## src/logic/bus_pkg.sv

```systemverilog
package bus_pkg;

    //////////////////////////////////////////////////////////////////////
    // widths and counts
    //////////////////////////////////////////////////////////////////////
    localparam int word_bits      = 32;
    localparam int beats_max      = 4;
    localparam int num_sources    = 2;
    localparam int num_sinks      = 2;
    localparam int bytes_per_beat = 4;

    typedef logic [word_bits-1:0]           word_t;
    typedef logic [word_bits*beats_max-1:0] block_t;
    typedef logic [14:0]                    addr_t;
    typedef logic [3:0]                     node_t;
    typedef logic [15:0]                    size_t;
    typedef logic [2:0]                     beat_cnt_t;
    typedef logic [0:0]                     source_t;

    typedef enum logic [1:0] {
        ser_free,
        ser_request,
        ser_wait_grant,
        ser_send
    } ser_state_t;

    typedef enum logic [1:0] {
        ctl_idle,
        ctl_ack,
        ctl_grant,
        ctl_busy
    } ctl_state_t;

    // beats needed for a byte count, rounded up and kept in 1..beats_max
    function automatic beat_cnt_t beats_for_size(size_t size);
        size_t rounded;
        rounded = (size + size_t'(bytes_per_beat - 1)) / size_t'(bytes_per_beat);
        if (rounded == '0) begin
            return beat_cnt_t'(1);
        end
        if (rounded > size_t'(beats_max)) begin
            return beat_cnt_t'(beats_max);
        end
        return beat_cnt_t'(rounded);
    endfunction

endpackage

```

## src/logic/bus_serializer.sv

```systemverilog
`timescale 1ns/1ps

module bus_serializer (
    input  logic            clk_bus,
    input  logic            reset,

    // client side
    input  logic            blk_valid,
    input  bus_pkg::addr_t  blk_addr,
    input  bus_pkg::block_t blk_data,
    input  bus_pkg::node_t  blk_dest,
    input  bus_pkg::node_t  blk_return,
    input  logic            blk_rw,
    input  bus_pkg::size_t  blk_size,
    output logic            free_block,
    output logic            full_block,

    // handshake with the bus controller
    input  logic            ack,
    input  logic            grant,
    output logic            req,
    output logic            rel,

    // beat toward the bus mux
    output logic            beat_valid,
    output bus_pkg::addr_t  beat_addr,
    output bus_pkg::word_t  beat_data,
    output bus_pkg::node_t  beat_dest,
    output bus_pkg::node_t  beat_return,
    output logic            beat_rw,
    output bus_pkg::size_t  beat_size
);

    bus_pkg::ser_state_t state;
    bus_pkg::ser_state_t state_next;

    bus_pkg::block_t     held_data;
    bus_pkg::addr_t      held_addr;
    bus_pkg::node_t      held_dest;
    bus_pkg::node_t      held_return;
    logic                held_rw;
    bus_pkg::size_t      held_size;

    bus_pkg::beat_cnt_t  beats_left;
    logic [$clog2(bus_pkg::beats_max)-1:0] word_idx;
    logic                accept;

    assign accept = blk_valid && free_block;

    //////////////////////////////////////////////////////////////////////
    // state machine
    //////////////////////////////////////////////////////////////////////
    always_comb begin
        state_next = state;
        case (state)
            bus_pkg::ser_free: begin
                if (accept) begin
                    state_next = bus_pkg::ser_request;
                end
            end
            bus_pkg::ser_request: begin
                if (ack) begin
                    state_next = bus_pkg::ser_wait_grant;
                end
            end
            bus_pkg::ser_wait_grant: begin
                if (grant) begin
                    state_next = bus_pkg::ser_send;
                end
            end
            default: begin
                // leave once the last beat is out
                if (rel) begin
                    state_next = bus_pkg::ser_free;
                end
            end
        endcase
    end

    always_ff @(posedge clk_bus) begin
        if (reset) begin
            state      <= bus_pkg::ser_free;
            beats_left <= '0;
            word_idx   <= '0;
        end else begin
            state <= state_next;
            if (accept) begin
                beats_left <= bus_pkg::beats_for_size(blk_size);
                word_idx   <= '0;
            end else if (state == bus_pkg::ser_send) begin
                beats_left <= beats_left - 1'b1;
                word_idx   <= word_idx + 1'b1;
            end
        end
    end

    // held block, only loaded on accept
    always_ff @(posedge clk_bus) begin
        if (accept) begin
            held_data   <= blk_data;
            held_addr   <= blk_addr;
            held_dest   <= blk_dest;
            held_return <= blk_return;
            held_rw     <= blk_rw;
            held_size   <= blk_size;
        end
    end

    //////////////////////////////////////////////////////////////////////
    // outputs
    //////////////////////////////////////////////////////////////////////
    assign free_block = (state == bus_pkg::ser_free);
    assign full_block = !free_block;
    assign req        = (state == bus_pkg::ser_request);
    assign rel        = (state == bus_pkg::ser_send) && (beats_left == bus_pkg::beat_cnt_t'(1));

    // lowest word goes first
    assign beat_valid  = (state == bus_pkg::ser_send);
    assign beat_data   = held_data[word_idx*bus_pkg::word_bits +: bus_pkg::word_bits];
    assign beat_addr   = held_addr;
    assign beat_dest   = held_dest;
    assign beat_return = held_return;
    assign beat_rw     = held_rw;
    assign beat_size   = held_size;

endmodule

```

## config.mk

```make
export PLATFORM = sky130hd
export DESIGN_NAME = bus_serializer
export DESIGN_NICKNAME = d
export VERILOG_FILES = /design/src/logic/bus_pkg.sv /design/src/logic/bus_serializer.sv
export SDC_FILE = /design/constraint.sdc
export NUM_CORES = 1
export LEC_CHECK = 0
export BUFFER_PORTS_ARGS = -buffer_cell sky130_fd_sc_hd__buf_2
export CORE_MARGIN = 4
export CORE_UTILIZATION = 45
export DETAILED_ROUTE_END_ITERATION = 10
export GPL_TIMING_DRIVEN = 0
export PLACE_DENSITY = 0.74
export SYNTH_ARGS = -nofsm -noshare
export SYNTH_HDL_FRONTEND = slang
export SYNTH_SLANG_ARGS = --single-unit
export TNS_END_PERCENT = 30
```

## constraint.sdc

```tcl
create_clock -name clk_bus -period 14.3 [get_ports clk_bus]
set_input_delay 2.145 -clock clk_bus [delete_from_list [all_inputs] [get_ports clk_bus]]
set_output_delay 2.145 -clock clk_bus [all_outputs]
set_load 0.02 [all_outputs]
```

==> reports/results.tsv <==
stage	metric	value	unit
run_status	status	finished clean	
layout	area growth from synthesis to layout	31.9	%
timing	setup_tns	0	ns
critical_path	CP Launch Type	flop	
yosys	ys flop type	edfxtp_1	
power_and_ir_drop	worst vdd ir	0.000175	V
min_path	Hold Path Class	flop to flop	
global_routing	GRT Overall Usage	0.169	
critical_path	crit path from	word_idx[1]	
floorplanning	overall die height	128	um
critical_path	Setup crit end	beat_data[15]	
min_path	worst hold start	state[0]	
critical_path	reg2reg setup slack	11.71	ns
timing	Max Slew Vio Count	0	
timing	setup violators final	0	
critical_path	reg2reg start	state[1]	
floorplanning	DIE AREA	16400	um2
clock_network	Hold-fix buffers, CTS	0	
clock_network	Inserted Clock Buffers	17	
placed_design	I/O Buffers	249	
critical_path	Crit Path Max Fanout	10	
yosys	ys async rst share	0	
detailed_routing	Vias/cell	4.96	
timing	worst clock skew	0.00701	ns
power_and_ir_drop	Leak Pwr	0.00331	uW
critical_path	reg2reg end	beats_left[2]	
job	max-cap violations	0	
yosys	Post-synth EDFFs	168	
timing	RSZ-0062 raised after global routing	false	
clock_network	H-tree levels	4	
layout	fin nets	733	
yosys	post-synth top area share	0.777	
global_routing	grt ovf	0	
yosys	Cells after Synth	285	
yosys	synth top area cells	edfxtp_1, mux4_2, dfxtp_1, ha_1, buf_2	
floorplanning	IO Pins	250	
clock_network	clk_lat worst skew	0.41	ns
global_routing	vias in the first global route	4068	
floorplanning	# rows	43	
clock_network	CTS root buf	clkbuf_16	
placed_design	DP HPWL	10400	um
yosys	Distinct cells, synth	40	
floorplanning	Initial Utilization	0.464	
clock_network	worst-case clock buffer depth	2	
clock_network	Sink Count	175	
clock_network	CTS clock-pin slew for the worst setup and hold paths	0.06	ns
layout	Core Util, Final	0.612	
detailed_routing	vias	3708	
clock_network	postcts setup bufs	0	
critical_path	worst r2r path cells	8	
layout	Fill cells	1036	
floorplanning	Die X	128	um
timing	Fin. Hold Viols	0	
yosys	cell taking the most area after synthesis	edfxtp_1	
global_routing	first-pass GRT wire length	20800	um
critical_path	Worst Setup Path Type	flop to output port	
critical_path	Worst EP required	12.15	ns
power_and_ir_drop	Design Power	1470	uW
clock_network	# resized after CTS	0	
global_routing	antenna violations before repair	2	
timing	fmax	234	MHz
critical_path	crit end category	output port	
placed_design	DP Cell Count	715	
yosys	warnings from Yosys	0	
layout	post-route insts no fill	748	
timing	Tcrit/Tclk final	0.299	
yosys	Synth top cells by count	edfxtp_1, mux4_2, inv_1, buf_2, dfxtp_1	
yosys	Synth Register Bits	175	
layout	layout cell share with drive strength beyond 1	0.578	
detailed_routing	DRC	0	
timing	Final min period	4.27	ns
placed_design	RePlAce Congestion	0.769	
detailed_routing	Routed Antenna Nets	0	
detailed_routing	Total Wirelength	13900	um
detailed_routing	Routed WL per cell	18.6	um
clock_network	CTS tree	yes	
yosys	syn_area_per_cell	22.8	um2
detailed_routing	1st-iter DRT viols	186	
layout	Design Area, Final	8560	um2
floorplanning	core box area	14000	um2
critical_path	critical path arrival	2.13	ns
power_and_ir_drop	PD cells	172	nW/um2
yosys	Synth Net Count	464	
detailed_routing	drt pass-1 iters	4	
yosys	count leader, synth	edfxtp_1	
global_routing	largest net degree at the start of global routing	97	
yosys	synthesized cell area	6490	um2
timing	Slew @ Worst Pin	0.676	ns
timing	slew margin rel.	0.549	
yosys	post-synthesis sequential area ratio	0.799	
placed_design	DP Area	7990	um2
## final cells by class
| cell class | count | area (um2) | area share |
|---|---|---|---|
| multi-input cells | 93 | 1230 | 0.144 |
| plain buffers | 9 | 42.5 | 0.00497 |
| clock inverters | 14 | 134 | 0.0156 |
| repair buffers | 250 | 1270 | 0.149 |
| clock buffers | 18 | 429 | 0.0501 |
| diodes | 1 | 2.50 | 0.000292 |
| inverters | 8 | 35.0 | 0.00409 |
| flip-flops and latches | 175 | 5180 | 0.606 |
| well taps | 180 | 225 | 0.0263 |
## logic make-up (layout without fill, tap and decap cells)
kind of cell | Yosys count | in the layout | synth area share
compound gates | 21 | 21 | 0.0297
xor+xnor | 5 | 5 | 0.00675
fa+ha+maj | 6 | 6 | 0.0116
buf+inv | 17 | 299 | 0.0112
flops | 175 | 175 | 0.799
mux | 33 | 33 | 0.113
other cells | 0 | 1 | 0
simple gates | 28 | 28 | 0.0291
## worst max-delay path: stages (launching register included)
cell and delay, ns:
dfxtp_1 0.31, clkbuf_1 0.30, clkbuf_1 0.52, mux4_2 0.41, buf_2 0.18
## cells in the final DEF, fill, tap and decap left out, drive strengths merged, types with 2 or more instances in the layout
master  instances
nand3           2
xor2            2
edfxtp        168
clkinv          8
o221ai          2
inv            12
ha              6
nor4            6
nor2            5
nand2           5
dfxtp           7
clkbuf         20
o21ai           3
o31a            2
a211o           2
mux4           32
a21oi           3
buf           257
xnor2           3
nor3            2
## per-stage QoR
| step | hold slack, ns | setup WS, ns |
|---|---|---|
| after floorplan | 0.478 | 7.79 |
| after global placement | 0.496 | 6.60 |
| after detailed placement | 0.515 | 10.03 |
| after CTS | 0.525 | 9.92 |
| after global routing | 0.575 | 9.85 |
| final | 0.522 | 10.03 |
## power breakdown
| group | switching, uW | internal (uW) |
|---|---|---|
| Sequential | 28.6 | 712 |
| Combinational | 195 | 103 |
| Clock | 191 | 243 |
## worst min path at each step
stage,to,slack (ns),cells past startpoint
floorplan,state[0],0.48,2
global route,state[1],0.57,2
finish,state[0],0.52,2
global placement,state[0],0.50,2
detailed placement,state[0],0.51,2
CTS,state[0],0.53,2
## sequential cells by signal (all words and copies together) (netlist names)
register and cells:
beat_return 4, held_data 128, word_idx 2, beat_size 16, beat_dest 4, beat_addr 15
beats_left 3, state 2, beat_rw 1
## routing by layer
metal,track usage,up-vias,routed length (um)
met5,0,-,7
met4,0.0593,2,194
met3,0.0500,18,878
met2,0.310,125,7910
met1,0.185,1828,4930
li1,-,1735,-
No activity file was read; power rests on OpenSTA's default activity.
