===== src/logic/bus_pkg.sv =====
package bus_pkg;

    //////////////////////////////////////////////////////////////////////
    // widths and counts
    //////////////////////////////////////////////////////////////////////
    localparam int word_bits      = 32;
    localparam int beats_max      = 4;
    localparam int num_sources    = 2;
    localparam int num_sinks      = 2;
    localparam int bytes_per_beat = 4;

    typedef logic [word_bits-1:0]           word_t;
    typedef logic [word_bits*beats_max-1:0] block_t;
    typedef logic [14:0]                    addr_t;
    typedef logic [3:0]                     node_t;
    typedef logic [15:0]                    size_t;
    typedef logic [2:0]                     beat_cnt_t;
    typedef logic [0:0]                     source_t;

    typedef enum logic [1:0] {
        ser_free,
        ser_request,
        ser_wait_grant,
        ser_send
    } ser_state_t;

    typedef enum logic [1:0] {
        ctl_idle,
        ctl_ack,
        ctl_grant,
        ctl_busy
    } ctl_state_t;

    // beats needed for a byte count, rounded up and kept in 1..beats_max
    function automatic beat_cnt_t beats_for_size(size_t size);
        size_t rounded;
        rounded = (size + size_t'(bytes_per_beat - 1)) / size_t'(bytes_per_beat);
        if (rounded == '0) begin
            return beat_cnt_t'(1);
        end
        if (rounded > size_t'(beats_max)) begin
            return beat_cnt_t'(beats_max);
        end
        return beat_cnt_t'(rounded);
    endfunction

endpackage


===== src/logic/bus_deserializer.sv =====
`timescale 1ns/1ps

module bus_deserializer #(
    parameter bus_pkg::node_t node_id = '0
) (
    input  logic            clk_bus,
    input  logic            reset,

    // shared bus
    input  logic            bus_valid,
    input  bus_pkg::addr_t  bus_addr,
    input  bus_pkg::word_t  bus_data,
    input  bus_pkg::node_t  bus_dest,
    input  bus_pkg::node_t  bus_return,
    input  logic            bus_rw,
    input  bus_pkg::size_t  bus_size,

    // assembled block
    output logic            out_valid,
    output bus_pkg::addr_t  out_addr,
    output bus_pkg::block_t out_data,
    output bus_pkg::node_t  out_return,
    output logic            out_rw,
    output bus_pkg::size_t  out_size
);

    bus_pkg::beat_cnt_t rx_count;
    bus_pkg::block_t    asm_block;
    logic               hit;
    logic               last_beat;

    assign hit       = bus_valid && (bus_dest == node_id);
    assign last_beat = hit &&
                       (bus_pkg::beat_cnt_t'(rx_count + 1'b1) ==
                        bus_pkg::beats_for_size(bus_size));

    //////////////////////////////////////////////////////////////////////
    // beat counting
    //////////////////////////////////////////////////////////////////////
    always_ff @(posedge clk_bus) begin
        if (reset) begin
            rx_count  <= '0;
            out_valid <= 1'b0;
        end else begin
            out_valid <= last_beat;
            if (last_beat) begin
                rx_count <= '0;
            end else if (hit) begin
                rx_count <= rx_count + 1'b1;
            end
        end
    end

    //////////////////////////////////////////////////////////////////////
    // assembly
    //////////////////////////////////////////////////////////////////////
    always_ff @(posedge clk_bus) begin
        if (hit) begin
            if (rx_count == '0) begin
                // first beat clears the upper words, header taken from it
                asm_block  <= bus_pkg::block_t'(bus_data);
                out_addr   <= bus_addr;
                out_return <= bus_return;
                out_rw     <= bus_rw;
                out_size   <= bus_size;
            end else begin
                asm_block[int'(rx_count)*bus_pkg::word_bits +: bus_pkg::word_bits] <= bus_data;
            end
        end
    end

    // stays put until the next block starts
    assign out_data = asm_block;

endmodule


===== config.mk =====
export PLATFORM = sky130hd
export DESIGN_NAME = bus_deserializer
export DESIGN_NICKNAME = d
export VERILOG_FILES = /design/src/logic/bus_pkg.sv /design/src/logic/bus_deserializer.sv
export SDC_FILE = /design/constraint.sdc
export NUM_CORES = 1
export LEC_CHECK = 0
export ABC_AREA = 1
export BUFFER_PORTS_ARGS = -buffer_cell sky130_fd_sc_hd__buf_2
export CAP_MARGIN = 20
export CORE_ASPECT_RATIO = 1.5
export CORE_MARGIN = 4
export CORE_UTILIZATION = 52
export DETAILED_ROUTE_END_ITERATION = 12
export PLACE_DENSITY = 0.8
export RECOVER_POWER = 100
export SYNTH_ARGS = -nofsm -noshare
export SYNTH_HDL_FRONTEND = slang
export SYNTH_SLANG_ARGS = --single-unit

===== constraint.sdc =====
create_clock -name clk_bus -period 6.7 [get_ports clk_bus]
set_input_delay 0 -clock clk_bus [delete_from_list [all_inputs] [get_ports clk_bus]]
set_output_delay 0 -clock clk_bus [all_outputs]
set_load 0.01 [all_outputs]

==> impl_metrics.prom, run 1 <==
# TYPE chip_impl_metric gauge
chip_impl_info{name="outcome",value="finished with violations"} 1
chip_impl_info{name="failing_checks",value="capacitance limit, slew limit"} 1
chip_impl_metric{name="gp_routability_congestion",unit=""} 0.877
chip_impl_metric{name="postCtsSetupRepairBufs",unit=""} 0
chip_impl_metric{name="total_vias_in_the_final_route",unit=""} 6659
chip_impl_metric{name="skew",unit="ps"} 8.23
chip_impl_metric{name="grt_max_degree",unit=""} 77
chip_impl_info{name="cts-root-buf",value="clkbuf_16"} 1
chip_impl_metric{name="design_area",unit="sq um"} 10200
chip_impl_metric{name="num_antenna_cells",unit=""} 0
chip_impl_metric{name="hold_ws",unit="ps"} 300
chip_impl_metric{name="design.die.area",unit="sq um"} 17000
chip_impl_info{name="layout_commonest_cell",value="nand2_1"} 1
chip_impl_metric{name="die_w",unit="um"} 108
chip_impl_info{name="min-delay-path-class",value="input port to flop"} 1
chip_impl_metric{name="place.port_buffers",unit=""} 239
chip_impl_metric{name="numCtsBuffers",unit=""} 17
chip_impl_metric{name="critPathArrivalTime",unit="ps"} 5010
chip_impl_metric{name="filler_cell_count",unit=""} 1186
chip_impl_metric{name="first_global_vias",unit=""} 6796
chip_impl_metric{name="yosysWarningCount",unit=""} 0
chip_impl_info{name="mostFrequentLayoutCells",value="nand2_1, clkbuf_1, edfxtp_1, inv_1, dlygate4sd3_1"} 1
chip_impl_info{name="grt_setup_unrepaired",value="false"} 1
chip_impl_metric{name="post_synth_inst_count",unit=""} 784
chip_impl_metric{name="peakVddDrop",unit="uV"} 146
chip_impl_metric{name="drive_gt1_share",unit="%"} 11.2
chip_impl_info{name="timing.critical_path.slowest_stage_cell",value="dfxtp_1"} 1
chip_impl_metric{name="synth.yosys.seq_area_share",unit="%"} 64.5
chip_impl_metric{name="timing_hold_violations_final",unit=""} 0
chip_impl_metric{name="holdPathStages",unit=""} 2
chip_impl_metric{name="grt_overflow_total",unit=""} 0
chip_impl_metric{name="cts.path.max_buffers",unit=""} 2
chip_impl_metric{name="power.density",unit="nW/um^2"} 225
chip_impl_metric{name="clkSlewWorstSetupHoldPaths",unit="ps"} 60
chip_impl_metric{name="floorplan.core_area",unit="sq um"} 14600
chip_impl_metric{name="layout.nets",unit=""} 1164
chip_impl_metric{name="mappedNetlistNets",unit=""} 865
chip_impl_metric{name="final_total_negative_setup_slack",unit="ps"} 0
chip_impl_metric{name="routed_wire_length_per_instance",unit="um"} 17.1
chip_impl_metric{name="finalCriticalPeriod",unit="ps"} 4770
chip_impl_metric{name="crit_required",unit="ps"} 6940
chip_impl_metric{name="final.period_utilization",unit="%"} 71.1
chip_impl_metric{name="synthToLayoutAreaGrowth",unit="%"} 31.8
chip_impl_metric{name="drt-pass1-iter-count",unit=""} 5
chip_impl_metric{name="ant_nets",unit=""} 0
chip_impl_metric{name="cts_htree_levels",unit=""} 4
chip_impl_info{name="crit_chain",value="inv_1, ha_1, ha_1, nand2_1, nor2_1, clkbuf_1, a22oi_1, nor2_1"} 1
chip_impl_metric{name="boundaryPins",unit=""} 240
chip_impl_metric{name="max_cap_violations",unit=""} 4
chip_impl_metric{name="syn_area",unit="sq um"} 7760
chip_impl_metric{name="worstMarginPinSlew",unit="ps"} 2710
chip_impl_metric{name="clock_insertion_delay_worst_skew",unit="ps"} 420
chip_impl_metric{name="initial_antenna_violation_count",unit=""} 0
chip_impl_metric{name="synth_cell_type_count",unit=""} 26
chip_impl_info{name="startpoint_type",value="flop"} 1
chip_impl_info{name="end_kind",value="flop"} 1
chip_impl_metric{name="r2r.worst_path.cells",unit=""} 8
chip_impl_metric{name="cts_num_sinks",unit=""} 168
chip_impl_info{name="crit_type",value="flop to flop"} 1
chip_impl_metric{name="first_pass_grt_wire_length",unit="mm"} 34.0
chip_impl_metric{name="ys_ff_latch",unit=""} 168
chip_impl_metric{name="worst_path_largest_cell_delay",unit="ps"} 1290
chip_impl_metric{name="floorplan.die.height",unit="um"} 158
chip_impl_metric{name="core.rowCount",unit=""} 54
chip_impl_metric{name="dp_hpwl",unit="mm"} 14.6
chip_impl_metric{name="detailed_place.area",unit="sq um"} 9190
chip_impl_metric{name="floorplan.initialDensity",unit="%"} 53.2
chip_impl_metric{name="max_freq",unit="GHz"} 0.210
chip_impl_metric{name="grt.total_usage",unit="%"} 25.8
chip_impl_metric{name="utilization",unit="%"} 70.1
chip_impl_info{name="tritoncts",value="yes"} 1
chip_impl_metric{name="total_leakage_power",unit="nW"} 4.26
chip_impl_metric{name="syn_area_per_cell",unit="sq um"} 9.89
chip_impl_metric{name="timing.critical_path.fanout_max",unit=""} 38
chip_impl_metric{name="drt-vias-per-instance",unit=""} 5.16
chip_impl_metric{name="finalMaxSlewViolations",unit=""} 237
chip_impl_metric{name="drtIter0Drc",unit=""} 414
chip_impl_metric{name="drc_errors",unit=""} 0
chip_impl_metric{name="finalSetupViolCount",unit=""} 0
chip_impl_metric{name="max-slew-margin-rel",unit="%"} -80.6
chip_impl_metric{name="drt_wl_total",unit="mm"} 22.1
area by class of cell:
type / count / area (sq um) / area share [%]
Sequential cell: 168 / 5000 / 48.9
Multi-Input combinational cell: 482 / 2270 / 22.2
Timing Repair Buffer: 317 / 1750 / 17.1
Clock buffer: 17 / 425 / 4.16
Inverter: 97 / 364 / 3.56
Tap cell: 196 / 245 / 2.40
Clock inverter: 14 / 159 / 1.55
final timing paths:
kind	from	to	slack, ps
worst max-delay path	rx_count[0]	out_data[56]	1930
worst min-delay path	bus_addr[12]	out_addr[12]	300
worst max register to register	rx_count[0]	out_data[56]	1930
worst min register to register	rx_count[2]	rx_count[2]	590
power breakdown:
part	internal, W	switching (W)	leakage (nW)
Combinational	0.0000665	0.0000882	2.44
Sequential	0.00116	0.00000620	1.54
Clock	0.000557	0.000425	0.282
Total	0.00179	0.000519	4.26
per-layer routing:
| layer | routed length (um) | vias up | track usage (%) |
|---|---|---|---|
| met5 | 0 | - | 0 |
| met4 | 881 | 0 | 12.8 |
| met3 | 1690 | 62 | 5.59 |
| met2 | 11300 | 328 | 46.0 |
| met1 | 8230 | 3081 | 29.0 |
| li1 | - | 3188 | - |
stage by stage:
step | power [W] | setup slack, ps | cells
6_report | 0.00230 | 1930 | 1291
5_1_grt | 0.00238 | 1500 | 1291
4_1_cts | 0.00231 | 3260 | 1290
3_5_place_dp | 0.00131 | 3260 | 1190
3_3_place_gp | 0.00131 | 2910 | 1189
2_1_floorplan | 0.00125 | 1310 | 784
cell usage after synthesis (all sizes together):
library cell | count | area share [%]
nor3 | 5 | 0.32
a2111oi | 1 | 0.19
o21ai | 5 | 0.32
a21oi | 65 | 4.2
nand3 | 16 | 1.3
and3 | 1 | 0.081
nand3b | 2 | 0.19
nand2 | 272 | 13
edfxtp | 164 | 63
buf | 5 | 0.29
clkbuf | 32 | 1.5
nor2 | 68 | 4.0
dfxtp | 4 | 1.0
inv | 97 | 4.7
o21bai | 1 | 0.097
nand4 | 5 | 0.40
xor2 | 3 | 0.34
a22oi | 32 | 3.1
ha | 6 | 0.97
kinds of logic after synthesis:
family	Yosys count	synth area share, %
AND/OR/NAND/NOR	369	19.7
flip-flops	168	64.5
buffers and inverters	134	6.53
AO/OA/AOI/OAI	104	7.90
adder cells (fa/ha/maj)	6	0.968
XOR/XNOR	3	0.339
state kept, by name, indices dropped and copies added, names as in the netlist:
signal and cells:
out_return 4, out_data 128, out_size 16, out_valid 1, rx_count 3, out_addr 15
out_rw 1
critical path: cells and delay by family (launching register included):
kind / cells / cell delay [ps]
buffers and inverters: 2 / 1000
adder cells (fa/ha/maj): 2 / 640
AND/OR/NAND/NOR: 3 / 1510
AO/OA/AOI/OAI: 1 / 150
flip-flops: 1 / 1290
what timing repair did:
item / CTS / global route
hold buffers: 69 / 0
hold endpoints to repair: 102 / 0
gates resized for setup: 0 / 0
Note: power is estimated with default switching activity, not from simulation.
==> inputs of run 2 (changes only) <==
--- a/config.mk
+++ b/config.mk
@@ -5,14 +5,14 @@
 export SDC_FILE = /design/constraint.sdc
 export NUM_CORES = 1
 export LEC_CHECK = 0
-export ABC_AREA = 1
+export ABC_AREA = 0
 export BUFFER_PORTS_ARGS = -buffer_cell sky130_fd_sc_hd__buf_2
 export CAP_MARGIN = 20
 export CORE_ASPECT_RATIO = 1.5
 export CORE_MARGIN = 4
-export CORE_UTILIZATION = 52
+export CORE_UTILIZATION = 50
 export DETAILED_ROUTE_END_ITERATION = 12
-export PLACE_DENSITY = 0.8
+export PLACE_DENSITY = 0.79
 export RECOVER_POWER = 100
 export SYNTH_ARGS = -nofsm -noshare
 export SYNTH_HDL_FRONTEND = slang
==> constraint.sdc (replaced) <==
create_clock -name clk_bus -period 4.69 [get_ports clk_bus]
set_input_delay 0 -clock clk_bus [delete_from_list [all_inputs] [get_ports clk_bus]]
set_output_delay 0 -clock clk_bus [all_outputs]
set_load 0.01 [all_outputs]
==> run 2 against run 1 <==
Against the previous run: the flow still finishes with violations (capacitance limit, slew limit); flip-flop and latch count is the same; via count shrank 19%; wire length shrank 13%; cell count shrank 25%; non-clock buffer count grew 2; core utilization shrank 1.3 points; area after synthesis shrank 12%; clock skew grew 5.7 ps; critical path depth grew 1; synthesized cell count shrank 38%; combinational power grew 8%; critical endpoint is now out_data[99]; highest routed layer unchanged.
==> impl_metrics.prom, run 2 <==
# TYPE chip_impl_metric gauge
chip_impl_info{name="outcome",value="finished with violations"} 1
chip_impl_info{name="failing_checks",value="capacitance limit, slew limit"} 1
chip_impl_metric{name="power.density",unit="nW/um^2"} 342
chip_impl_metric{name="finalCriticalPeriod",unit="ps"} 3450
chip_impl_metric{name="synthToLayoutAreaGrowth",unit="%"} 35.5
chip_impl_metric{name="worstMarginPinSlew",unit="ps"} 1780
chip_impl_metric{name="critPathArrivalTime",unit="ps"} 3590
chip_impl_info{name="critical_path.top_delay_family",value="buffers and inverters"} 1
chip_impl_metric{name="crit_required",unit="ps"} 4830
chip_impl_metric{name="total_vias_in_the_final_route",unit=""} 5414
chip_impl_metric{name="final_total_negative_setup_slack",unit="ps"} 0
chip_impl_info{name="synth_ff_type",value="edfxtp_1"} 1
chip_impl_metric{name="largest_reg_flops",unit=""} 128
chip_impl_metric{name="final.period_utilization",unit="%"} 73.7
chip_impl_metric{name="synth_async_sr_flop_share",unit="%"} 0
chip_impl_metric{name="drtIter0Drc",unit=""} 301
chip_impl_metric{name="finalSetupViolCount",unit=""} 0
chip_impl_metric{name="critical_path_buf_inv_count",unit=""} 3
chip_impl_metric{name="num_antenna_cells",unit=""} 0
chip_impl_metric{name="post-synth-top-area-fraction",unit="%"} 72.1
chip_impl_info{name="min-delay-path-class",value="input port to flop"} 1
chip_impl_metric{name="ys_ff_latch",unit=""} 168
chip_impl_metric{name="place.port_buffers",unit=""} 239
chip_impl_metric{name="clkSlewWorstSetupHoldPaths",unit="ps"} 60
chip_impl_metric{name="numCtsBuffers",unit=""} 17
chip_impl_info{name="tritoncts",value="yes"} 1
chip_impl_metric{name="timing.critical_path.fanout_max",unit=""} 33
chip_impl_metric{name="syn_area",unit="sq um"} 6830
chip_impl_info{name="startpoint_type",value="flop"} 1
chip_impl_metric{name="floorplan.die.height",unit="um"} 151
chip_impl_metric{name="drt_wl_total",unit="mm"} 19.2
chip_impl_info{name="synth_most_common_cell",value="edfxtp_1"} 1
chip_impl_metric{name="max_freq",unit="GHz"} 0.289
chip_impl_metric{name="drt-vias-per-instance",unit=""} 5.62
chip_impl_metric{name="initial_antenna_violation_count",unit=""} 0
chip_impl_metric{name="worst_path_largest_cell_delay",unit="ps"} 1210
chip_impl_metric{name="ant_nets",unit=""} 0
chip_impl_metric{name="drive_gt1_share",unit="%"} 12.3
chip_impl_info{name="grt_setup_unrepaired",value="false"} 1
chip_impl_metric{name="dp_hpwl",unit="mm"} 11.9
chip_impl_info{name="crit_chain",value="inv_1, ha_1, ha_4, nand2_1, clkbuf_1, nor3_1, buf_4, a22oi_1, nor2_1"} 1
chip_impl_info{name="cts-root-buf",value="clkbuf_16"} 1
chip_impl_metric{name="gp_routability_congestion",unit=""} 0.829
chip_impl_metric{name="grt_overflow_total",unit=""} 0
chip_impl_metric{name="first_global_vias",unit=""} 5492
chip_impl_info{name="synth.cells.most_frequent",value="edfxtp_1, nor2_1, a22oi_1"} 1
chip_impl_metric{name="drt-pass1-iter-count",unit=""} 6
chip_impl_metric{name="cts_htree_levels",unit=""} 4
chip_impl_metric{name="drc_errors",unit=""} 0
chip_impl_metric{name="grt.total_usage",unit="%"} 24.2
chip_impl_metric{name="design.die.area",unit="sq um"} 15600
chip_impl_metric{name="timing_hold_violations_final",unit=""} 0
chip_impl_metric{name="core.rowCount",unit=""} 52
chip_impl_metric{name="clock_insertion_delay_worst_skew",unit="ps"} 420
chip_impl_info{name="hold_start",value="bus_dest[1]"} 1
chip_impl_metric{name="peakVddDrop",unit="uV"} 237
chip_impl_metric{name="skew",unit="ps"} 13.9
chip_impl_metric{name="synth.yosys.seq_area_share",unit="%"} 73.2
chip_impl_metric{name="synth_cell_type_count",unit=""} 33
chip_impl_metric{name="mappedNetlistNets",unit=""} 564
chip_impl_info{name="timing.critical_path.slowest_stage_cell",value="clkbuf_1"} 1
chip_impl_metric{name="filler_cell_count",unit=""} 1004
chip_impl_metric{name="cts_num_sinks",unit=""} 168
chip_impl_info{name="crit-reg2reg-launch",value="rx_count[0]"} 1
chip_impl_metric{name="design_power_total",unit="W"} 0.00317
chip_impl_info{name="critical_path.startpoint",value="rx_count[0]"} 1
chip_impl_metric{name="yosysWarningCount",unit=""} 0
chip_impl_metric{name="finalMaxSlewViolations",unit=""} 68
chip_impl_info{name="crit_type",value="flop to flop"} 1
chip_impl_metric{name="synth-edff-count",unit=""} 164
chip_impl_metric{name="first_pass_grt_wire_length",unit="mm"} 28.7
chip_impl_metric{name="max_cap_violations",unit=""} 3
chip_impl_metric{name="layout.nets",unit=""} 870
chip_impl_metric{name="max-slew-margin-rel",unit="%"} -18.4
chip_impl_metric{name="floorplan.core_area",unit="sq um"} 13500
chip_impl_metric{name="floorplan.initialDensity",unit="%"} 50.7
chip_impl_info{name="layout_commonest_cell",value="clkbuf_1"} 1
chip_impl_metric{name="grt_max_degree",unit=""} 96
chip_impl_info{name="yosys-top-cells-area",value="edfxtp_1, a22oi_1, nor2_1"} 1
chip_impl_info{name="synthDominantAreaCellType",value="edfxtp_1"} 1
chip_impl_metric{name="die_w",unit="um"} 103
chip_impl_metric{name="post_synth_inst_count",unit=""} 483
chip_impl_metric{name="boundaryPins",unit=""} 240
chip_impl_info{name="end_kind",value="flop"} 1
chip_impl_metric{name="cts.path.max_buffers",unit=""} 2
chip_impl_metric{name="total_leakage_power",unit="nW"} 3.18
chip_impl_metric{name="routed_wire_length_per_instance",unit="um"} 19.9
chip_impl_metric{name="syn_area_per_cell",unit="sq um"} 14.1
chip_impl_info{name="mostFrequentLayoutCells",value="clkbuf_1, edfxtp_1, nor2_1, a22oi_1, dlygate4sd3_1"} 1
-- run 2: kinds of logic (layout without fill, tap and decap cells) --
logic type                 count (synthesis)  after routing  share of synthesized area [%]
and+or+nand+nor                          161            161                           10.9
buffers and inverters                     35            354                           1.92
DFF                                      168            168                           73.2
xor gates and xnor gates                   4              4                          0.513
adders and majority gates                  6              6                           1.10
AOI/OAI and AO/OA                        107            107                           11.9
muxes                                      2              2                          0.476
-- run 2: tightest hold or removal path, stage by stage --
cell     delay [ps]
buf_2            70
nor4_1          150
nand2_1         130
xnor2_1         110
nor3_1           40
-- run 2: where the power goes --
part / switching, W / internal [W]
Combinational: 0.0000833 / 0.0000847
Clock: 0.000594 / 0.000744
Sequential: 0.00000676 / 0.00165
Total: 0.000684 / 0.00248
-- run 2: path summary, 6_finish.rpt --
path              cells past startpoint             to  slack, ps
setup reg to reg                      9   out_data[99]       1240
setup / recovery                      9   out_data[99]       1240
hold / removal                        5    rx_count[2]        150
hold reg to reg                       2  out_data[112]        620
-- run 2: timing repair --
action	4_1_cts	5_1_grt
resized for setup	0	0
hold endpoints to repair	168	0
hold buffers	72	0
buffers inserted	0	0
-- run 2: through the flow --
step	utilization, %	hold WS [ps]	worst slack, ps	cell area, sq um	std cells
after global placement	61.0	180	2230	8220	859
after floorplan	-	71.6	29.1	6850	483
final	68.8	148	1240	9260	964
after CTS	70.6	25.9	2080	9500	963
after global routing	68.8	195	969	9260	964
after detailed placement	61.0	179	2110	8220	859
-- run 2: layout make-up --
cell class,count,area [sq um],area share [%]
well taps,162,203,2.19
multi-input cells,280,1720,18.6
inverters,3,11.3,0.122
clock buffers,18,429,4.63
flip-flops and latches,168,5000,54.0
clock inverters,14,138,1.49
repair buffers,319,1750,18.9
-- run 2: layer usage --
layer	share of wire, %	GRT usage, %	wire (um)
met5	0	0	0
met4	3.4	10.2	648
met3	10	7.83	1950
met2	51	41.2	9870
met1	35	27.5	6740
==> inputs of run 3 (changes only) <==
==> constraint.sdc (replaced) <==
create_clock -name clk_bus -period 3.43 [get_ports clk_bus]
set_input_delay 0 -clock clk_bus [delete_from_list [all_inputs] [get_ports clk_bus]]
set_output_delay 0 -clock clk_bus [all_outputs]
set_load 0.01 [all_outputs]
==> run 3 against run 2 <==
Against the previous run: the flow now finishes without violations; power grew 36%; critical endpoint is now out_data[126]; clock skew shrank 5.1 ps; critical path type unchanged; highest routed layer unchanged; largest cell class unchanged; first-iteration DRC count grew 21%.
==> impl_metrics.prom, run 3 (synthesized netlist as in run 2, its figures left out) <==
# TYPE chip_impl_metric gauge
chip_impl_metric{name="finalSetupViolCount",unit=""} 0
chip_impl_info{name="crit-reg2reg-launch",value="rx_count[0]"} 1
chip_impl_metric{name="filler_cell_count",unit=""} 1017
chip_impl_info{name="tritoncts",value="yes"} 1
chip_impl_metric{name="boundaryPins",unit=""} 240
chip_impl_info{name="timing.critical_path.slowest_stage_cell",value="dfxtp_1"} 1
chip_impl_metric{name="largest_reg_flops",unit=""} 128
chip_impl_metric{name="ant_nets",unit=""} 0
chip_impl_metric{name="power.density",unit="nW/um^2"} 465
chip_impl_info{name="crit_chain",value="inv_1, ha_1, ha_4, nand2_1, buf_4, nor3_1, clkbuf_2, a22oi_1, nor2_1"} 1
chip_impl_metric{name="crit_required",unit="ps"} 3570
chip_impl_metric{name="gp_routability_congestion",unit=""} 0.801
chip_impl_metric{name="timing.critical_path.fanout_max",unit=""} 33
chip_impl_metric{name="initial_antenna_violation_count",unit=""} 0
chip_impl_info{name="min-delay-path-class",value="input port to flop"} 1
chip_impl_info{name="end_kind",value="flop"} 1
chip_impl_metric{name="design.die.area",unit="sq um"} 15600
chip_impl_metric{name="cts_htree_levels",unit=""} 4
chip_impl_metric{name="preCtsSetupSlack",unit="ps"} 908
chip_impl_metric{name="r2r.worst_path.cells",unit=""} 9
chip_impl_metric{name="final.period_utilization",unit="%"} 82.2
chip_impl_info{name="cts-root-buf",value="clkbuf_16"} 1
chip_impl_metric{name="grt_max_degree",unit=""} 97
chip_impl_info{name="mostFrequentLayoutCells",value="clkbuf_1, edfxtp_1, nor2_1, a22oi_1, dlygate4sd3_1"} 1
chip_impl_metric{name="peakVddDrop",unit="uV"} 346
chip_impl_metric{name="hold_ws",unit="ps"} 286
chip_impl_metric{name="regToRegSetupSlack",unit="ps"} 610
chip_impl_metric{name="utilization",unit="%"} 68.5
chip_impl_metric{name="core.rowCount",unit=""} 52
chip_impl_info{name="critical_path.top_delay_family",value="buffers and inverters"} 1
chip_impl_metric{name="drt-pass1-iter-count",unit=""} 5
chip_impl_metric{name="holdPathStages",unit=""} 3
chip_impl_metric{name="grt.total_usage",unit="%"} 24.1
chip_impl_metric{name="drt_wl_total",unit="mm"} 19.2
chip_impl_metric{name="timing.final.ws_setup",unit="ps"} 611
chip_impl_metric{name="floorplan.initialDensity",unit="%"} 50.7
chip_impl_metric{name="drc_errors",unit=""} 0
chip_impl_info{name="startpoint_type",value="flop"} 1
chip_impl_metric{name="dp_hpwl",unit="mm"} 12.1
chip_impl_metric{name="max_freq",unit="GHz"} 0.355
chip_impl_metric{name="total_leakage_power",unit="nW"} 3.18
chip_impl_info{name="worst_hold_path.endpoint",value="out_data[41]"} 1
chip_impl_metric{name="max-slew-margin-rel",unit="%"} 18.3
chip_impl_metric{name="first_global_vias",unit=""} 5455
chip_impl_metric{name="cts_num_sinks",unit=""} 168
chip_impl_info{name="outcome",value="finished clean"} 1
chip_impl_metric{name="worst_path_largest_cell_delay",unit="ps"} 540
chip_impl_info{name="grt_setup_unrepaired",value="false"} 1
chip_impl_metric{name="floorplan.core_area",unit="sq um"} 13500
chip_impl_metric{name="worstMarginPinSlew",unit="ps"} 1210
chip_impl_metric{name="floorplan.die.height",unit="um"} 151
chip_impl_metric{name="numCtsBuffers",unit=""} 17
chip_impl_metric{name="max_cap_violations",unit=""} 0
chip_impl_metric{name="synthToLayoutAreaGrowth",unit="%"} 35.0
chip_impl_metric{name="skew",unit="ps"} 8.85
chip_impl_info{name="layout_commonest_cell",value="clkbuf_1"} 1
chip_impl_metric{name="cts.path.max_buffers",unit=""} 2
chip_impl_info{name="hold_start",value="bus_dest[1]"} 1
chip_impl_metric{name="postCtsSetupRepairBufs",unit=""} 0
chip_impl_metric{name="timing_hold_violations_final",unit=""} 0
chip_impl_metric{name="num_antenna_cells",unit=""} 0
chip_impl_metric{name="routed_wire_length_per_instance",unit="um"} 19.9
chip_impl_metric{name="finalMaxSlewViolations",unit=""} 0
chip_impl_metric{name="total_vias_in_the_final_route",unit=""} 5440
chip_impl_metric{name="grt_overflow_total",unit=""} 0
chip_impl_info{name="timing.rr.end",value="out_data[126]"} 1
chip_impl_info{name="crit_type",value="flop to flop"} 1
chip_impl_metric{name="critical_path_buf_inv_count",unit=""} 3
chip_impl_metric{name="clkSlewWorstSetupHoldPaths",unit="ps"} 70
chip_impl_metric{name="layout.nets",unit=""} 869
chip_impl_metric{name="die_w",unit="um"} 103
chip_impl_metric{name="critPathArrivalTime",unit="ps"} 2960
chip_impl_metric{name="worst-path-stages",unit=""} 9
chip_impl_metric{name="first_pass_grt_wire_length",unit="mm"} 28.6
chip_impl_metric{name="finalCriticalPeriod",unit="ps"} 2820
chip_impl_metric{name="drive_gt1_share",unit="%"} 12.9
chip_impl_metric{name="clock_insertion_delay_worst_skew",unit="ps"} 420
chip_impl_metric{name="place.port_buffers",unit=""} 239
chip_impl_metric{name="drt-vias-per-instance",unit=""} 5.65
chip_impl_metric{name="drtIter0Drc",unit=""} 364
==> run 3: cell count changes in the layout (fill, tap and decap cells not counted), sizes merged <==
cell / change
clkinvlp: -2
dlygate4sd3: -1
buf: +2
inv: +4
clkbuf: -3
bufinv: -1
==> run 3: worst reg2reg max path, stage by stage, from the launching register on <==
cell	delay, ps
dfxtp_1	540
inv_1	160
ha_1	250
ha_4	220
nand2_1	60
buf_4	360
nor3_1	80
clkbuf_2	460
a22oi_1	330
nor2_1	70
==> run 3: how the worst max path moves through the flow <==
| stage | start | end | slack (ps) |
|---|---|---|---|
| finish | rx_count[0] | out_data[126] | 610 |
| global route | rx_count[0] | out_data[98] | 340 |
| CTS | rx_count[0] | out_data[34] | 860 |
| detailed placement | rx_count[0] | out_data[54] | 910 |
| global placement | rx_count[0] | out_data[8] | 1050 |
| floorplan | bus_dest[2] | out_addr[0] | -1230 |
==> run 3: report_power, final <==
group	total (W)	switching (W)	leakage [nW]	internal, W
logic	0.000229	0.000114	1.37	0.000115
registers	0.00227	0.00000932	1.54	0.00226
clock network	0.00179	0.000836	0.272	0.000957
==> run 3: what timing repair did <==
action / CTS / global route
gates resized for setup: 0 / 0
endpoints found under the hold margin: 164 / 0
setup endpoints to repair: 0 / 0
hold buffers: 71 / 0
==> run 3: final cells by class <==
type | count | area, sq um | share of cell area [%]
clock buffer | 17 | 425 | 4.61
clock inverter | 15 | 130 | 1.41
inverter | 3 | 11.3 | 0.122
multi-input combinational | 280 | 1710 | 18.5
sequential | 168 | 5000 | 54.2
tap | 162 | 203 | 2.20
timing repair buffer | 318 | 1740 | 18.9
==> run 3: routing by layer <==
layer | routed length [um] | vias to the layer above | track usage (%) | share of wire (%)
li1 | - | 2455 | - | -
met1 | 6790 | 2622 | 29.0 | 35
met2 | 10100 | 325 | 41.6 | 52
met3 | 1930 | 38 | 6.31 | 10
met4 | 420 | 0 | 7.71 | 2.2
met5 | 0 | - | 0 | 0
==> run 3: stage by stage <==
stage	total power, W	instance area, sq um	instances	setup TNS (ps)
floorplan	0.00238	6850	483	-123690
global placement	0.00248	8230	860	0
detailed placement	0.00249	8230	860	0
CTS	0.00433	9500	963	0
global route	0.00443	9230	963	0
finish	0.00429	9230	963	0
